## src/circle_settings.svh

```systemverilog
`ifndef CIRCLE_SETTINGS_SVH
`define CIRCLE_SETTINGS_SVH

// Frame buffer geometry
`define SCREEN_W 160
`define SCREEN_H 120

// Unsigned screen coordinates
`define VGA_X_DW 8
`define VGA_Y_DW 7

// Signed centre and offset arithmetic
`define COORD_DW 10
`define RADIUS_DW 9

// 3-bit RGB colour
`define COLOUR_DW 3

`endif

```

## src/screen_clear.sv

```systemverilog
`default_nettype none
`include "circle_settings.svh"

module screen_clear (
    input  wire logic            clk,
    input  wire logic            resetn,
    input  wire logic            clear_go,

    output logic [`VGA_X_DW-1:0] clr_x,
    output logic [`VGA_Y_DW-1:0] clr_y,
    output logic                 clr_plot,
    output logic                 clear_done
);

    localparam logic [`VGA_X_DW-1:0] X_LAST = `VGA_X_DW'(`SCREEN_W - 1);
    localparam logic [`VGA_Y_DW-1:0] Y_LAST = `VGA_Y_DW'(`SCREEN_H - 1);

    logic active;
    logic last_px;

    assign last_px = (clr_x == X_LAST) && (clr_y == Y_LAST);

    // Raster order, x fastest
    always_ff @(posedge clk) begin
        if (!resetn) begin
            active <= 1'b0;
            clr_x  <= '0;
            clr_y  <= '0;
        end else if (clear_go) begin
            active <= 1'b1;
            clr_x  <= '0;
            clr_y  <= '0;
        end else if (active) begin
            if (clr_x == X_LAST) begin
                clr_x <= '0;
                clr_y <= last_px ? '0 : clr_y + 1;
                if (last_px) begin
                    active <= 1'b0;
                end
            end else begin
                clr_x <= clr_x + 1;
            end
        end
    end

    assign clr_plot   = active;
    assign clear_done = active && last_px;

    a_x_in_range: assert property (@(posedge clk) disable iff (!resetn)
        clr_x < `SCREEN_W);

endmodule

`default_nettype wire

```

## config.mk

```make
export PLATFORM = sky130hd
export DESIGN_NAME = screen_clear
export DESIGN_NICKNAME = d
export VERILOG_FILES = /design/src/screen_clear.sv
export VERILOG_INCLUDE_DIRS = /design/src /design/src/src
export SDC_FILE = /design/constraint.sdc
export NUM_CORES = 1
export LEC_CHECK = 0
export BUFFER_PORTS_ARGS = -buffer_cell sky130_fd_sc_hd__buf_2
export CAP_MARGIN = 25
export CORE_MARGIN = 8
export CORE_UTILIZATION = 45
export DETAILED_ROUTE_END_ITERATION = 8
export MAX_ROUTING_LAYER = met4
export PLACE_DENSITY = 0.7
export SLEW_MARGIN = 5
export SYNTH_ARGS = -nofsm -noshare
export SYNTH_HDL_FRONTEND = slang
export SYNTH_SLANG_ARGS = --single-unit
```

## constraint.sdc

```tcl
create_clock -name clk -period 1.64 [get_ports clk]
set_clock_uncertainty 0.2 [all_clocks]
set_input_delay 0.246 -clock clk [delete_from_list [all_inputs] [get_ports clk]]
set_output_delay 0.246 -clock clk [all_outputs]
set_load 0.05 [all_outputs]
```

# Yosys cells after proc, flatten, opt, wreduce, memory -nomap -nowiden
# Cells that the tools add are included.
# W data, S select, Z words.
[totals]
ff_bits = 16
inputBits = 3
output_inout_bits = 17
word_cells = 18
[classes]
addsub = 2
n_eq_ne = 2
n_mux = 6
bitwise = 1
n_reduce_logical = 4
[ops]
columns = ["operator", "n"]
rows = [
  ["$add A8 B1 Y8 const B", 1],
  ["$eq A8 B8 Y1 const B", 1],
  ["$mux W8", 1],
  ["$add A7 B1 Y7 const B", 1],
  ["$eq A7 B7 Y1 const B", 1],
  ["$mux W7", 1],
  ["$mux W1", 4],
  ["$logic_and A1 B1 Y1", 2],
  ["$reduce_and A2 Y1", 1],
  ["$reduce_or A2 Y1", 1],
  ["$not A1 Y1", 1],
]

# Logic depth before layout (Yosys ltp)
# Gate-level depths: netlist (run 1).
[depth]
word_depth = 6
ltp_mapped = 6

# Worst setup path before layout (run 1)
# No wires, ideal clock.
[synth_timing]
path_type = "register -> output"
start = "register clr_x[0]"
end = "output port clear_done"
arrival_time_ns = 2.162
path_slack_ns = -0.968
stages_incl_launch_ff = 6
path_cell_list = "dfxtp_1 -> ha_1 -> nand4bb_4 -> or2_1 -> buf_6 -> nor2_1"
[synth_via]
elab_chain_len = 3
[synth_lines]
columns = ["element", "line_no", "text"]
rows = [
  ["start: declaration", "screen_clear.sv:9", "output logic [`VGA_X_DW-1:0] clr_x,"],
  ["start signal: assignment", "screen_clear.sv:41", "clr_x <= clr_x + 1;"],
  ["$eq A8 B8 Y1", "screen_clear.sv:21", "assign last_px = (clr_x == X_LAST) && (clr_y == Y_LAST);"],
  ["$logic_and A1 B1 Y1", "screen_clear.sv:21", ""],
  ["$logic_and A1 B1 Y1", "screen_clear.sv:47", "assign clear_done = active && last_px;"],
  ["end: declaration", "screen_clear.sv:12", "output logic clear_done"],
]
# Every way passes these cells.

# Final worst setup path (run 1)
# Same ends and word-level chain as after synthesis.

==> flow_summary.ini, run 1 <==
[global_route]
use_met1_pct = 16.4
use_met3_pct = 3.48
grt_pass1_wl_mm = 3.72
top_usage_layer = met2
grt_pass1_vias = 846
grtUsageMet2_pct = 21.7
antenna_found_initial = 0
grt_max_degree = 16
grt_overflow = 0
grt_usage_pct = 14.1

[clock_network]
clock_sinks = 16
numCtsBuffers = 3
insertion_delay_ns = 0.29
root_buffer = clkbuf_4
cts_tree = yes
h-tree-depth = 1
cts_buffer_depth = 2
path_clk_slew_ns = 0.09

[run_status]
outcome = finished, violations left
violations = negative setup slack

[floorplan]
die-area_um2 = 3430
die_w_um = 58.6
core_area_um2 = 1710
rows = 15
pin_count = 20
die_h_um = 58.6
initial_core_util_pct = 47.8

[pwr]
power_per_cell_area_nw_per_um2 = 501
peakVddDrop_mv = 0.546
leakage_nw = 0.519
p_total_w = 0.000643

[setup_path]
crit_required_ns = 1.19
cp_max_fo = 2
critical_path.top_delay_family = simple AND/OR/NAND/NOR gates
setup.worst_path.class = reg2out
rrSetupSlack_ns = -0.14
worst_ep_arrival_time_ns = 1.42
cp_cell_sequence = ha_4 -> nand4bb_4 -> or2_4 -> nor2_4 -> buf_8
worst-path-buf-inv = 1
crit_slowest_cell = dfxtp_4
endpoint_kind = output pin
cp_slowest_stage_delay_ns = 0.37
startpoint_type = flip-flop

[hold_path]
hold_path.class = reg2reg

[final_layout]
area_growth_syn_to_layout_pct = 57.2
postLayoutCellArea_um2 = 1280
post-route-util_pct = 75.1
drive_above_1_share_pct = 60.4
fin_cells = 159
antenna_cells = 0
nNetsFinal = 140

[placed_design]
hpwl_mm = 1.60
port_buffers = 19
placedCellCount = 150
postPlaceCellArea_um2 = 1100
gp_congestion = 0.805

[synth]
netlist_instances = 92
ys_ff_latch = 16
mappedNetlistNets = 97
avgSynthCellArea_um2 = 8.87
yosys_warnings = 0
synthDistinctLibCells = 36
seq_area_frac_synth_pct = 39.3
syn-cell-area_um2 = 816

[sta]
hold_viol = 0
setup_violations = 8
fin_crit_ns = 1.87
slew_violations = 0
rsz0062_at_grt = yes
worst_pin_slew_ns = 0.606
max_freq_ghz = 0.535
setup_slack_ns = -0.228
relSlewSlack_pct = 59.5
min_period_over_period_pct = 114

[drt]
wl_mm = 2.45
dr.first_iter.drc_count = 23
antenna_left = 0
first_pass_iters = 4
viasPerCell = 5.40
drt_drc_violations_left = 0
num_vias = 858
routedWlPerCell_um = 15.4

[run]
maxCapViolations = 0
==> layer usage <==
layer | routed length (um) | part of all wire [%]
met3 | 101 | 4.1
met4 | 55 | 2.2
met5 | 0 | 0
met2 | 1170 | 48
met1 | 1120 | 46
==> cells by family (layout without fill, tap and decap cells) <==
logic type | Yosys count | in the layout | synth area share (%)
adder cells (fa/ha/maj) | 2 | 2 | 3.07
multiplexers | 1 | 1 | 1.23
XOR/XNOR | 6 | 6 | 6.44
AND/OR/NAND/NOR | 41 | 41 | 29.9
buffers and inverters | 9 | 51 | 5.98
AO/OA/AOI/OAI | 17 | 17 | 14.1
flip-flops | 16 | 16 | 39.3
==> synth_stat cells (all sizes together) <==
| master | n | area, um^2 |
|---|---|---|
| xor2 | 2 | 17.5 |
| or2 | 1 | 6.26 |
| o21ai | 4 | 20.0 |
| or4 | 1 | 7.51 |
| a21oi | 6 | 30.0 |
| a311oi | 1 | 8.76 |
| a21bo | 1 | 10.0 |
| or3 | 1 | 6.26 |
| inv | 6 | 22.5 |
| nand4 | 3 | 18.8 |
| a21boi | 1 | 7.51 |
| nand3 | 5 | 25.0 |
| nor4 | 1 | 6.26 |
| o31a | 1 | 8.76 |
| mux2i | 1 | 10.0 |
| nand2 | 6 | 22.5 |
| nand4b | 2 | 17.5 |
| nand4bb | 1 | 27.5 |
| and3 | 1 | 7.51 |
| nor3 | 4 | 20.0 |
| nand3b | 1 | 7.51 |
| ha | 2 | 25.0 |
| nor3b | 1 | 12.5 |
| clkbuf | 1 | 3.75 |
| dfxtp | 16 | 320 |
| a211oi | 1 | 12.5 |
| nor2b | 1 | 6.26 |
| and4 | 1 | 8.76 |
| xnor2 | 4 | 35.0 |
| nand2b | 1 | 6.26 |
| buf | 2 | 22.5 |
| o311ai | 1 | 8.76 |
| a2111oi | 1 | 8.76 |
| nor2 | 10 | 37.5 |
==> cell type report <==
cell class,count,area (um^2)
Clock inverter,1,3.75
Sequential cell,16,358
Multi-Input combinational cell,67,558
Inverter,6,22.5
Clock buffer,3,22.5
Timing Repair Buffer,41,287
Fill cell,117,425
Tap cell,25,31.3
==> state kept, by name, indices dropped and copies added, names as in the netlist <==
name / cells
clr_plot: 1
clr_x: 8
clr_y: 7
==> cells in the final DEF (no fill, tap or decap), types with 4 or more instances in the layout <==
cell type,netlist,final
nand3_1,5,5
a21oi_1,6,4
inv_1,5,5
dfxtp_4,0,8
nor2_1,10,8
dfxtp_2,0,6
buf_2,0,18
buf_4,0,17
==> final timing paths <==
path,from,to,cells after the start
min reg2reg,clr_y[4],clr_y[4],1
max reg2reg,clr_x[0],clr_y[0],7
min,clr_y[4],clr_y[4],1
max,clr_x[0],clear_done,5
==> metrics by stage <==
stage	TNS [ns]	hold slack, ns	worst slack, ns
floorplan	-0.225	0.185	-0.201
global placement	-0.0324	0.271	-0.0324
detailed placement	-0.0436	0.275	-0.0403
CTS	-0.564	0.294	-0.245
global route	-1.35	0.324	-0.320
finish	-0.799	0.314	-0.228
==> what timing repair did <==
action | CTS | global route
pin swaps | 8 | 11
gates cloned | 0 | 0
gates resized for setup | 16 | 13
endpoints found under the hold margin | 1 | 0
hold buffers | 2 | 0
endpoints found under the setup margin | 7 | 11
buffers inserted | 2 | 2
==> power breakdown <==
part           internal [W]  leakage (nW)   total, W  switching, W
sequential         0.000380         0.138   0.000387    0.00000634
clock             0.0000887        0.0154   0.000216      0.000127
combinational     0.0000148         0.366  0.0000403     0.0000255
(Power assumes the default switching activity.)
==> run 2: changes to the inputs <==
--- a/config.mk
+++ b/config.mk
@@ -8,11 +8,13 @@
 export LEC_CHECK = 0
 export BUFFER_PORTS_ARGS = -buffer_cell sky130_fd_sc_hd__buf_2
 export CAP_MARGIN = 25
+export CELL_PAD_IN_SITES_DETAIL_PLACEMENT = 1
+export CELL_PAD_IN_SITES_GLOBAL_PLACEMENT = 1
 export CORE_MARGIN = 8
-export CORE_UTILIZATION = 45
+export CORE_UTILIZATION = 34
 export DETAILED_ROUTE_END_ITERATION = 8
 export MAX_ROUTING_LAYER = met4
-export PLACE_DENSITY = 0.7
+export PLACE_DENSITY = 0.71
 export SLEW_MARGIN = 5
 export SYNTH_ARGS = -nofsm -noshare
 export SYNTH_HDL_FRONTEND = slang
==> run 2 against run 1 <==
Critical path depth is the same. Via count increased by 0.70%. Sequential share of layout area fell by 0.40 points. Largest power group unchanged. Clock power up 10%. Global-route usage down 0.94 points. Flip-flop and latch count did not move. Die area grew 23%. Total power increased by 3.6%. Critical path type unchanged. Routed wire length up 9.2%. Setup slack got worse by 0.013 ns. The run still ends with negative setup slack left. Cell count up 5.0%. First-iteration DRC count increased by 61%.
==> flow_summary.ini, run 2 (synthesis results as in run 1) <==
[run]
maxCapViolations = 0

[floorplan]
pin_count = 20
rows = 17
die-area_um2 = 4220
die_h_um = 65.0
core_area_um2 = 2230
die_w_um = 65.0
initial_core_util_pct = 36.5

[sta]
rsz0062_at_grt = yes
worst_pin_slew_ns = 0.355
hold_slack_ns = 0.292
setup_slack_ns = -0.241
fin_crit_ns = 1.88
min_period_over_period_pct = 115
setup_violations = 7
relSlewSlack_pct = 75.7
hold_viol = 0
slew_violations = 0
max_freq_ghz = 0.532

[run_status]
violations = negative setup slack
outcome = finished, violations left

[setup_path]
crit_required_ns = 1.19
cp_slowest_stage_delay_ns = 0.38
worst-path-buf-inv = 1
endpoint_kind = output pin
startpoint_type = flip-flop
setup.worst_path.class = reg2out
cp_max_fo = 2
cp_cell_sequence = ha_4 -> nand4bb_4 -> or2_4 -> nor2_4 -> buf_6
worst_ep_arrival_time_ns = 1.43
crit_slowest_cell = dfxtp_4
critical_path.top_delay_family = simple AND/OR/NAND/NOR gates

[drt]
num_vias = 864
routedWlPerCell_um = 16.0
viasPerCell = 5.17
antenna_left = 0
drt_drc_violations_left = 0
dr.first_iter.drc_count = 37
wl_mm = 2.67
first_pass_iters = 4

[global_route]
grt_overflow = 0
grt_pass1_wl_mm = 4.33
grt_pass1_vias = 891
grt_max_degree = 16
antenna_found_initial = 0
grt_usage_pct = 13.2

[final_layout]
most-common-layout-cells = 21 x buf_4, 18 x buf_2, 8 x nor2_1, 8 x dfxtp_4, 6 x dfxtp_2
largest_reg_flops = 8
nNetsFinal = 145
mostFrequentLayoutCell = buf_4
area_growth_syn_to_layout_pct = 59.5
fin_cells = 167
antenna_cells = 0
regMostFlops = clr_x
drive_above_1_share_pct = 60.4

[clock_network]
numCtsBuffers = 3
clock_sinks = 16
insertion_delay_ns = 0.30
path_clk_slew_ns = 0.11
cts_tree = yes
cts_buffer_depth = 2
h-tree-depth = 1
root_buffer = clkbuf_4

[placed_design]
port_buffers = 19
hpwl_mm = 1.91
placedCellCount = 157
gp_congestion = 0.812

[pwr]
leakage_nw = 0.526
peakVddDrop_mv = 0.352
power_per_cell_area_nw_per_um2 = 512
p_total_w = 0.000666

[hold_path]
hold_path.class = reg2reg
-- run 2: changes by cell type in the layout (fill, tap and decap cells not counted), sizes merged --
cell	change
buf	+5
clkbuf	+1
clkinv	-1
-- run 2: power breakdown --
part	internal (W)	switching (W)
registers	0.000380	0.00000683
logic	0.0000165	0.0000251
clock network	0.0000947	0.000143
-- run 2: per-stage QoR --
| stage | utilization, % | setup slack, ns | TNS (ns) | cell area (um^2) |
|---|---|---|---|---|
| detailed placement | 50.8 | -0.0641 | -0.122 | 1130 |
| global route | 58.3 | -0.293 | -1.19 | 1300 |
| floorplan | - | -0.201 | -0.225 | 873 |
| finish | 58.3 | -0.241 | -0.626 | 1300 |
| CTS | 55.0 | -0.250 | -0.465 | 1230 |
| global placement | 50.8 | -0.0177 | -0.0313 | 1130 |
-- run 2: layout make-up --
type	instances	area, um^2
Inverter	6	22.5
Timing Repair Buffer	46	324
Sequential cell	16	358
Clock buffer	4	26.3
Tap cell	28	35.0
Fill cell	260	932
Multi-Input combinational cell	67	536
-- run 2: timing repair --
item,CTS,global route
gates resized for setup,11,15
setup buffers,2,4
endpoints found under the setup margin,8,11
endpoints found under the hold margin,1,0
hold buffers,2,0
pin swaps,7,10
-- run 2: worst paths after layout --
| kind | startpoint | cells past startpoint | slack [ns] | endpoint |
|---|---|---|---|---|
| max | clr_x[0] | 5 | -0.24 | clear_done |
| min | clr_y[4] | 1 | 0.29 | clr_y[4] |
| max reg2reg | clr_x[0] | 9 | -0.20 | clr_x[6] |
| min reg2reg | clr_y[4] | 1 | 0.29 | clr_y[4] |
-- run 2: layer usage --
layer	track usage [%]	vias to the layer above	wire, um
li1	-	425	-
met1	14.6	419	1280
met2	22.0	14	1250
met3	3.78	6	93
met4	4.90	0	42
met5	-	-	0
