[src/circle_settings.svh]
`ifndef CIRCLE_SETTINGS_SVH
`define CIRCLE_SETTINGS_SVH

// Frame buffer geometry
`define SCREEN_W 160
`define SCREEN_H 120

// Unsigned screen coordinates
`define VGA_X_DW 8
`define VGA_Y_DW 7

// Signed centre and offset arithmetic
`define COORD_DW 10
`define RADIUS_DW 9

// 3-bit RGB colour
`define COLOUR_DW 3

`endif

[src/circle_pkg.sv]
`default_nettype none

package circle_pkg;

    // Controller phases
    typedef enum logic [2:0] {
        IDLE,
        CLEAR,
        INIT,
        DRAW,
        STEP,
        CRIT,
        LOAD,
        DONE
    } ctrl_state_e;

    // One symmetric point per octant
    typedef enum logic [2:0] {
        OCT0, OCT1, OCT2, OCT3, OCT4, OCT5, OCT6, OCT7
    } octant_e;

endpackage

`default_nettype wire

[src/circle_datapath.sv]
`default_nettype none
`include "circle_settings.svh"

module circle_datapath (
    input  wire logic                         clk,
    input  wire logic                         resetn,

    input  wire logic signed [`COORD_DW-1:0]  centre_x,
    input  wire logic signed [`COORD_DW-1:0]  centre_y,
    input  wire logic signed [`RADIUS_DW-1:0] radius,

    input  wire circle_pkg::octant_e          octant_sel,
    input  wire logic                         draw_en,
    input  wire logic                         dec_x,
    input  wire logic                         inc_y,
    input  wire logic                         calc_crit,
    input  wire logic                         load_init,
    input  wire logic                         load_next,
    input  wire logic                         load_crit,

    output logic signed [`COORD_DW-1:0]       offset_x,
    output logic signed [`COORD_DW-1:0]       offset_y,
    output logic signed [`COORD_DW:0]         crit,

    output logic [`VGA_X_DW-1:0]              circ_x,
    output logic [`VGA_Y_DW-1:0]              circ_y,
    output logic                              circ_plot
);

    logic signed [`COORD_DW-1:0] calc_x;
    logic signed [`COORD_DW-1:0] calc_y;
    logic                        dec_q;

    logic signed [`COORD_DW-1:0] y_minus_x;
    logic signed [`COORD_DW:0]   crit_delta;

    // Operands widened by one bit so centre plus offset cannot wrap
    logic signed [`COORD_DW:0] cx_w, cy_w, ox_w, oy_w;
    logic signed [`COORD_DW:0] cx_plus_ox, cx_minus_ox, cx_plus_oy, cx_minus_oy;
    logic signed [`COORD_DW:0] cy_plus_ox, cy_minus_ox, cy_plus_oy, cy_minus_oy;
    logic signed [`COORD_DW:0] pt_x, pt_y;
    logic                      on_x, on_y;

    // Plotted point measured back from the centre
    logic signed [`COORD_DW:0] dist_x, dist_y;
    logic signed [`COORD_DW:0] abs_x, abs_y;

    always_ff @(posedge clk) begin
        if (!resetn) begin
            offset_x <= '0;
            offset_y <= '0;
        end else if (load_init) begin
            offset_x <= `COORD_DW'(radius);
            offset_y <= '0;
        end else if (load_next) begin
            offset_x <= calc_x;
            offset_y <= calc_y;
        end
    end

    // Next offsets and the x decision are staged in the step cycle
    always_ff @(posedge clk) begin
        if (inc_y) begin
            calc_y <= offset_y + 1;
            calc_x <= dec_x ? offset_x - 1 : offset_x;
            dec_q  <= dec_x;
        end
    end

    // 2*y for a pure y step and 2*(y - x) when x also moved
    assign y_minus_x  = calc_y - calc_x;
    assign crit_delta = dec_q ? {y_minus_x, 1'b0} : {calc_y, 1'b0};

    always_ff @(posedge clk) begin
        if (!resetn) begin
            crit <= '0;
        end else if (load_crit) begin
            crit <= 1 - radius;
        end else if (calc_crit) begin
            crit <= crit + crit_delta + 1;
        end
    end

    assign cx_w = {centre_x[`COORD_DW-1], centre_x};
    assign cy_w = {centre_y[`COORD_DW-1], centre_y};
    assign ox_w = {offset_x[`COORD_DW-1], offset_x};
    assign oy_w = {offset_y[`COORD_DW-1], offset_y};

    // Eight unique sums cover all octant points
    assign cx_plus_ox  = cx_w + ox_w;
    assign cx_minus_ox = cx_w - ox_w;
    assign cx_plus_oy  = cx_w + oy_w;
    assign cx_minus_oy = cx_w - oy_w;
    assign cy_plus_ox  = cy_w + ox_w;
    assign cy_minus_ox = cy_w - ox_w;
    assign cy_plus_oy  = cy_w + oy_w;
    assign cy_minus_oy = cy_w - oy_w;

    always_comb begin
        case (octant_sel)
            circle_pkg::OCT0: begin
                pt_x = cx_plus_ox;
                pt_y = cy_plus_oy;
            end
            circle_pkg::OCT1: begin
                pt_x = cx_plus_oy;
                pt_y = cy_plus_ox;
            end
            circle_pkg::OCT2: begin
                pt_x = cx_minus_oy;
                pt_y = cy_plus_ox;
            end
            circle_pkg::OCT3: begin
                pt_x = cx_minus_ox;
                pt_y = cy_plus_oy;
            end
            circle_pkg::OCT4: begin
                pt_x = cx_minus_ox;
                pt_y = cy_minus_oy;
            end
            circle_pkg::OCT5: begin
                pt_x = cx_minus_oy;
                pt_y = cy_minus_ox;
            end
            circle_pkg::OCT6: begin
                pt_x = cx_plus_oy;
                pt_y = cy_minus_ox;
            end
            default: begin
                pt_x = cx_plus_ox;
                pt_y = cy_minus_oy;
            end
        endcase
    end

    // Off-screen points are dropped but still cost their draw cycle
    assign on_x = (pt_x >= 0) && (pt_x < `SCREEN_W);
    assign on_y = (pt_y >= 0) && (pt_y < `SCREEN_H);

    assign circ_x    = on_x ? pt_x[`VGA_X_DW-1:0] : '0;
    assign circ_y    = on_y ? pt_y[`VGA_Y_DW-1:0] : '0;
    assign circ_plot = draw_en && on_x && on_y;

    assign dist_x = $signed({1'b0, circ_x}) - cx_w;
    assign dist_y = $signed({1'b0, circ_y}) - cy_w;
    assign abs_x  = (dist_x < 0) ? -dist_x : dist_x;
    assign abs_y  = (dist_y < 0) ? -dist_y : dist_y;

    // A plotted point lies on screen at one of the eight reflections of the offsets
    a_plot_on_circle: assert property (@(posedge clk) disable iff (!resetn)
        circ_plot |-> (circ_x < `SCREEN_W) && (circ_y < `SCREEN_H)
            && (((abs_x == ox_w) && (abs_y == oy_w)) || ((abs_x == oy_w) && (abs_y == ox_w))));

endmodule

`default_nettype wire

[config.mk]
export PLATFORM = sky130hd
export DESIGN_NAME = circle_datapath
export DESIGN_NICKNAME = d
export VERILOG_FILES = /design/src/circle_pkg.sv /design/src/circle_datapath.sv
export VERILOG_INCLUDE_DIRS = /design/src /design/src/src
export SDC_FILE = /design/constraint.sdc
export NUM_CORES = 1
export LEC_CHECK = 0
export ABC_AREA = 1
export ABC_CLOCK_PERIOD_IN_PS = 3950
export BUFFER_PORTS_ARGS = -buffer_cell sky130_fd_sc_hd__clkbuf_2
export CORE_MARGIN = 10
export CORE_UTILIZATION = 31
export DETAILED_ROUTE_END_ITERATION = 6
export GPL_TIMING_DRIVEN = 0
export HOLD_SLACK_MARGIN = 0.06
export PLACE_DENSITY_LB_ADDON = 0.12
export SKIP_CTS_REPAIR_TIMING = 1
export SYNTH_ARGS = -nofsm -noshare
export SYNTH_HDL_FRONTEND = slang
export SYNTH_SLANG_ARGS = --single-unit
[constraint.sdc]
create_clock -name clk -period 3.95 [get_ports clk]
set_input_delay 0.395 -clock clk [delete_from_list [all_inputs] [get_ports clk]]
set_output_delay 0.395 -clock clk [all_outputs]
set_load 0.005 [all_outputs]
# --- Word-level counts from Yosys, hierarchy flattened ---
# Cells that the tools add are included.
op_classes:
  addsub: 14
  magnitude_cmp: 4
  eq_ne: 6
  muxes: 10
  bitwise: 1
  n_reduce_logical: 14
ops:
  columns: ["operator", "n"]
  rows:
  - ["$pmux 11 s3", 2]
  - ["$add 10x10->11", 4]
  - ["$sub 10x10->11", 4]
  - ["$mux 11", 3]
  - ["$mux 10", 3]
  - ["$ge 11x1->1 const B", 2]
  - ["$reduce_or 2->1", 7]
  - ["$add 11x11->11", 1]
  - ["$add 11x2->11 const B", 1]
  - ["$lt 11x8->1 const B", 1]
  - ["$lt 11x9->1 const B", 1]
  - ["$add 10x2->10 const B", 1]
  - ["$sub 10x10->10", 1]
  - ["$sub 10x2->10 const B", 1]
  - ["$sub 2x9->10 const A", 1]
  - ["$eq 3x3->1 const B", 3]
  - ["$mux 8", 1]
  - ["$mux 7", 1]
  - ["$eq 3x2->1 const B", 2]
  - ["$logic_and 1x1->1", 4]
  - ["$reduce_bool 2->1", 2]
  - ["$eq 3x1->1 const B", 1]
  - ["$logic_not 3->1", 1]
  - ["$not 1->1", 1]
totals:
  register_bits: 52
  output_inout_bits: 47

# --- Depth between registers and ports, before layout ---
depth:
  depth_word: 7
  depth_mapped: 21
  ltp_nobuf: 21

# --- Worst setup path before layout ---
# Ideal clock, no wire load.
synth_path:
  path_type: "input-to-output"
  startpoint: "input octant_sel[1]"
  endpoint: "output circ_plot"
  t_arrival_ps: 2753
  required_time_ps: 3555
  setup_slack_ps: 802
  stages: 19
  path_cell_list: "inv_1 > nand2_1 > nand2_2 > inv_4 > nand2_4 > clkbuf_1 > o2111ai_1 > o21ai_0 > inv_1 > ha_1 > inv_1 > o21ai_0 > a21oi_1 > nand2_1 > xor2_1 > nand2_1 > a21oi_1 > nand3_4 > nor2_2"
synth_via:
  elab_chain_len: 7
synth_lines:
  columns: ["item", "line", "rtl"]
  rows:
  - ["from (decl)", "circle_datapath.sv:12", "input wire circle_pkg::octant_e octant_sel,"]
  - ["$eq 3x3->1, or another cell as far along", "circle_datapath.sv:100", "case (octant_sel)"]
  - ["$reduce_or 2->1 (no source line)", null, null]
  - ["$pmux 11 s3", "circle_datapath.sv:100", null]
  - ["$ge 11x1->1 / $lt 11x9->1 (equally long branches)", null, null]
  - ["$logic_and 1x1->1", "circle_datapath.sv:137", "assign on_x = (pt_x >= 0) && (pt_x < `SCREEN_W);"]
  - ["$logic_and 1x1->1", "circle_datapath.sv:142", "assign circ_plot = draw_en && on_x && on_y;"]
  - ["$logic_and 1x1->1 (*)", "circle_datapath.sv:142", null]
  - ["to (decl)", "circle_datapath.sv:27", "output logic circ_plot"]
# Every way passes the cells marked *; elsewhere a longest branch is shown, timed or not.

# --- Worst setup path in the final report ---
layout_path:
  startpoint: "register offset_y[2]"
  endpoint: "output circ_y[1]"
layout_via:
  elab_chain_len: 5
layout_lines:
  columns: ["item", "line", "rtl"]
  rows:
  - ["from (decl)", "circle_datapath.sv:22", "output logic signed [`COORD_DW-1:0] offset_y,"]
  - ["from (signal assigned)", "circle_datapath.sv:57", "offset_y <= calc_y;"]
  - ["$sub 10x10->11 / $add 10x10->11 (equally long branches)", "circle_datapath.sv:97, circle_datapath.sv:96", null]
  - ["$pmux 11 s3 (*)", "circle_datapath.sv:100", null]
  - ["$ge 11x1->1 / $lt 11x8->1 (equally long branches)", null, null]
  - ["$logic_and 1x1->1 (*)", "circle_datapath.sv:138", "assign on_y = (pt_y >= 0) && (pt_y < `SCREEN_H);"]
  - ["$mux 7 (*)", "circle_datapath.sv:141", "assign circ_y = on_y ? pt_y[`VGA_Y_DW-1:0] : '0;"]
  - ["to (decl)", "circle_datapath.sv:26", "output logic [`VGA_Y_DW-1:0] circ_y,"]
# Marks and branches as above.

==> results.yml <==
run_status:
  outcome: "completed"
global_route:
  grt_usage_pct: 15.9
  grt_pass1_wl_microns: 29200
  overflow: 0
  grt_pass1_vias: 5532
  antenna_found_initial: 0
  grt_max_degree: 22
floorplan:
  die_area_sq_um: 22800
  core_sq_um: 16700
  die_h_microns: 151
  die_w_microns: 151
  ios: 88
  rows: 47
  initial_core_util_pct: 31.9
logic_synthesis:
  synth_area_per_cell_sq_um: 6.51
  synth_cell_types: 45
  synth_nets: 904
  syn_area_sq_um: 5320
  synth_edf_count: 21
  synthFlopType: "dfxtp_1"
  yosysWarnings: 0
  ys_seq_area_share_pct: 23.5
  synthArstFlopShare_pct: 0
  ys_ff_latch: 52
  synthCells: 817
routing:
  via_count: 5713
  routedWlPerCell_microns: 16.3
  final_antenna_net_count: 0
  finalWirelength_microns: 18600
  drt_iter0_drc: 332
  drt_pre_antenna_iters: 5
  drc: 0
  routed_via_density: 4.99
place:
  numPortBuffers: 85
  hpwlAfterDp_microns: 15300
  post_dp_cell_area_sq_um: 6020
  gp_congestion: 0.908
setup_path:
  path_class: "register to primary output"
  end_kind: "primary output"
  path_max_fanout: 7
  cp-start-kind: "register"
  arrival_ns: 3.38
  cp.required_ns: 3.56
cts:
  cts_root_buffer: "clkbuf_16"
  htreeDepth: 2
  clock_latency_ns: 0.30
  cts_buffers: 5
  clk_pin_slew_ns: 0.07
  clockBufferDepth: 2
  cts_tree: "done"
  cts_sinks: 52
layout:
  fin_nets: 1010
  drive_gt1_share_pct: 24.9
  diodes: 0
  fin_area_sq_um: 6820
  area_growth_pct: 28.2
  fin_util_pct: 40.9
sta:
  hold_viol_final: 0
  maxSlewHeadroom_pct: 62.8
  setup_viol: 0
  min_period_ns: 3.77
  finalCritPeriodShare_pct: 95.5
  maxSlewViolCount: 0
  fmax_ghz: 0.265
  rsz0062_at_grt: "yes"
  tightest_slew_ns: 0.557
  finClkSkew_ns: 0.00717
power_and_ir_drop:
  comb_power_share_pct: 53.3
  pwr-share-clk_pct: 18.5
  power.density_nw_per_um2: 347
  p_int_w: 0.00133
  p_sw_share_pct: 43.7
  power_frac_seq_pct: 28.1
  power.switching_w: 0.00103
  power_w: 0.00237
  p_leak_nw: 3.25
  vdd_ir_drop_max_v: 0.000174
worst_hold_path:
  holdCritPathClass: "primary input to register"
flow_run:
  maxCapViolCount: 0
layer usage:
layer / part of all wire (%) / up-vias / GRT usage [%]
met3: 5.1 / 16 / 2.45
met5: 0 / - / 0
met2: 49 / 151 / 27.8
li1: - / 2927 / -
met1: 44 / 2619 / 20.1
met4: 1.6 / 0 / 3.61
layout make-up:
| cell class | count | area, sq um |
|---|---|---|
| clock inverter | 2 | 11.3 |
| tap | 220 | 275 |
| buffer | 12 | 58.8 |
| timing repair buffer | 102 | 569 |
| sequential | 52 | 1280 |
| inverter | 131 | 500 |
| multi-input combinational | 619 | 4000 |
| fill | 1822 | 9880 |
| clock buffer | 6 | 129 |
synthesized netlist by cell type, types with 5 or more instances:
master     count  area share [%]
dfxtp_1       31              12
o2111ai_1      8             1.3
xor2_1        30             4.9
xnor2_1       12             2.0
a21oi_1       46             4.3
nand2_1      186              13
o21ai_0       67             6.3
nor2_1        80             5.6
edfxtp_1      21              12
ha_1          42             9.9
nand4_1        9             1.1
inv_1        123             8.7
nor3_1         9            0.85
nand2_2        5            0.59
clkbuf_1      14            0.99
a211oi_1      10             1.4
a31oi_1       14             1.6
o221ai_1       9             1.5
nand3_1       56             5.3
inv_2          5            0.35
logic make-up (layout without fill, tap and decap cells):
kind of cell	after synthesis	in the layout	synth area share [%]
xor gates and xnor gates	42	42	6.91
adders and majority gates	46	46	11.4
and+or+nand+nor	358	359	28.7
buffers and inverters	147	253	10.5
AOI/OAI and AO/OA	172	172	19.0
DFF	52	52	23.5
power groups by stage:
stage	sequential [W]	clock [W]	combinational, W
floorplan	0.000649	0	0.000741
global placement	0.000665	0	0.00104
detailed placement	0.000666	0	0.00104
CTS	0.000653	0.000450	0.00104
global route	0.000673	0.000472	0.00141
finish	0.000666	0.000438	0.00126
sequential cells by signal, indices dropped and copies added, names as in the netlist:
name,cells
dec_q,1
crit,11
offset_y,10
calc_y,10
calc_x,10
offset_x,10
metrics by stage:
stage	hold WS [ns]	TNS [ns]	setup slack, ns	cells
2_1_floorplan	0.475	0	0.802	817
3_3_place_gp	0.520	-0.204	-0.0270	1122
3_5_place_dp	0.524	0	0.0178	1122
4_1_cts	0.353	-2.88	-0.235	1130
5_1_grt	0.363	-0.328	-0.0607	1144
6_report	0.361	0	0.178	1144
worst max-delay path, stage by stage, from the launching register on:
cell     delay, ns
dfxtp_2       0.33
buf_6         0.13
nor3_4        0.25
nand3_4       0.14
xor2_4        0.19
o32ai_2       0.28
o22ai_2       0.16
ha_4          0.33
nand2_2       0.07
nor2_2        0.13
nand2_1       0.08
nand3_2       0.09
xor2_2        0.15
inv_1         0.05
nand3_1       0.10
nand3_2       0.10
nor2_4        0.16
nand2_4       0.11
nor2_2        0.11
buf_2         0.11
final timing paths:
check / slack, ns / to / startpoint / depth (start not counted)
worst max-delay path: 0.18 / circ_y[1] / offset_y[2] / 19
worst min-delay path: 0.36 / offset_y[0] / load_next / 2
worst max register to register: 0.56 / crit[10] / calc_y[0] / 21
worst min register to register: 0.53 / offset_x[0] / calc_x[0] / 2
cells in the final DEF (no fill, tap or decap), drive strengths merged, types with 12 or more instances in the layout:
cell and instances:
buf 22, a31oi 14, xor2 30, clkbuf 98
nor2 85, nand3 59, inv 129, dfxtp 31
edfxtp 21, o21ai 69, nand2 192, xnor2 12
ha 42, a21oi 46
Note: power is estimated with default switching activity, not from simulation.
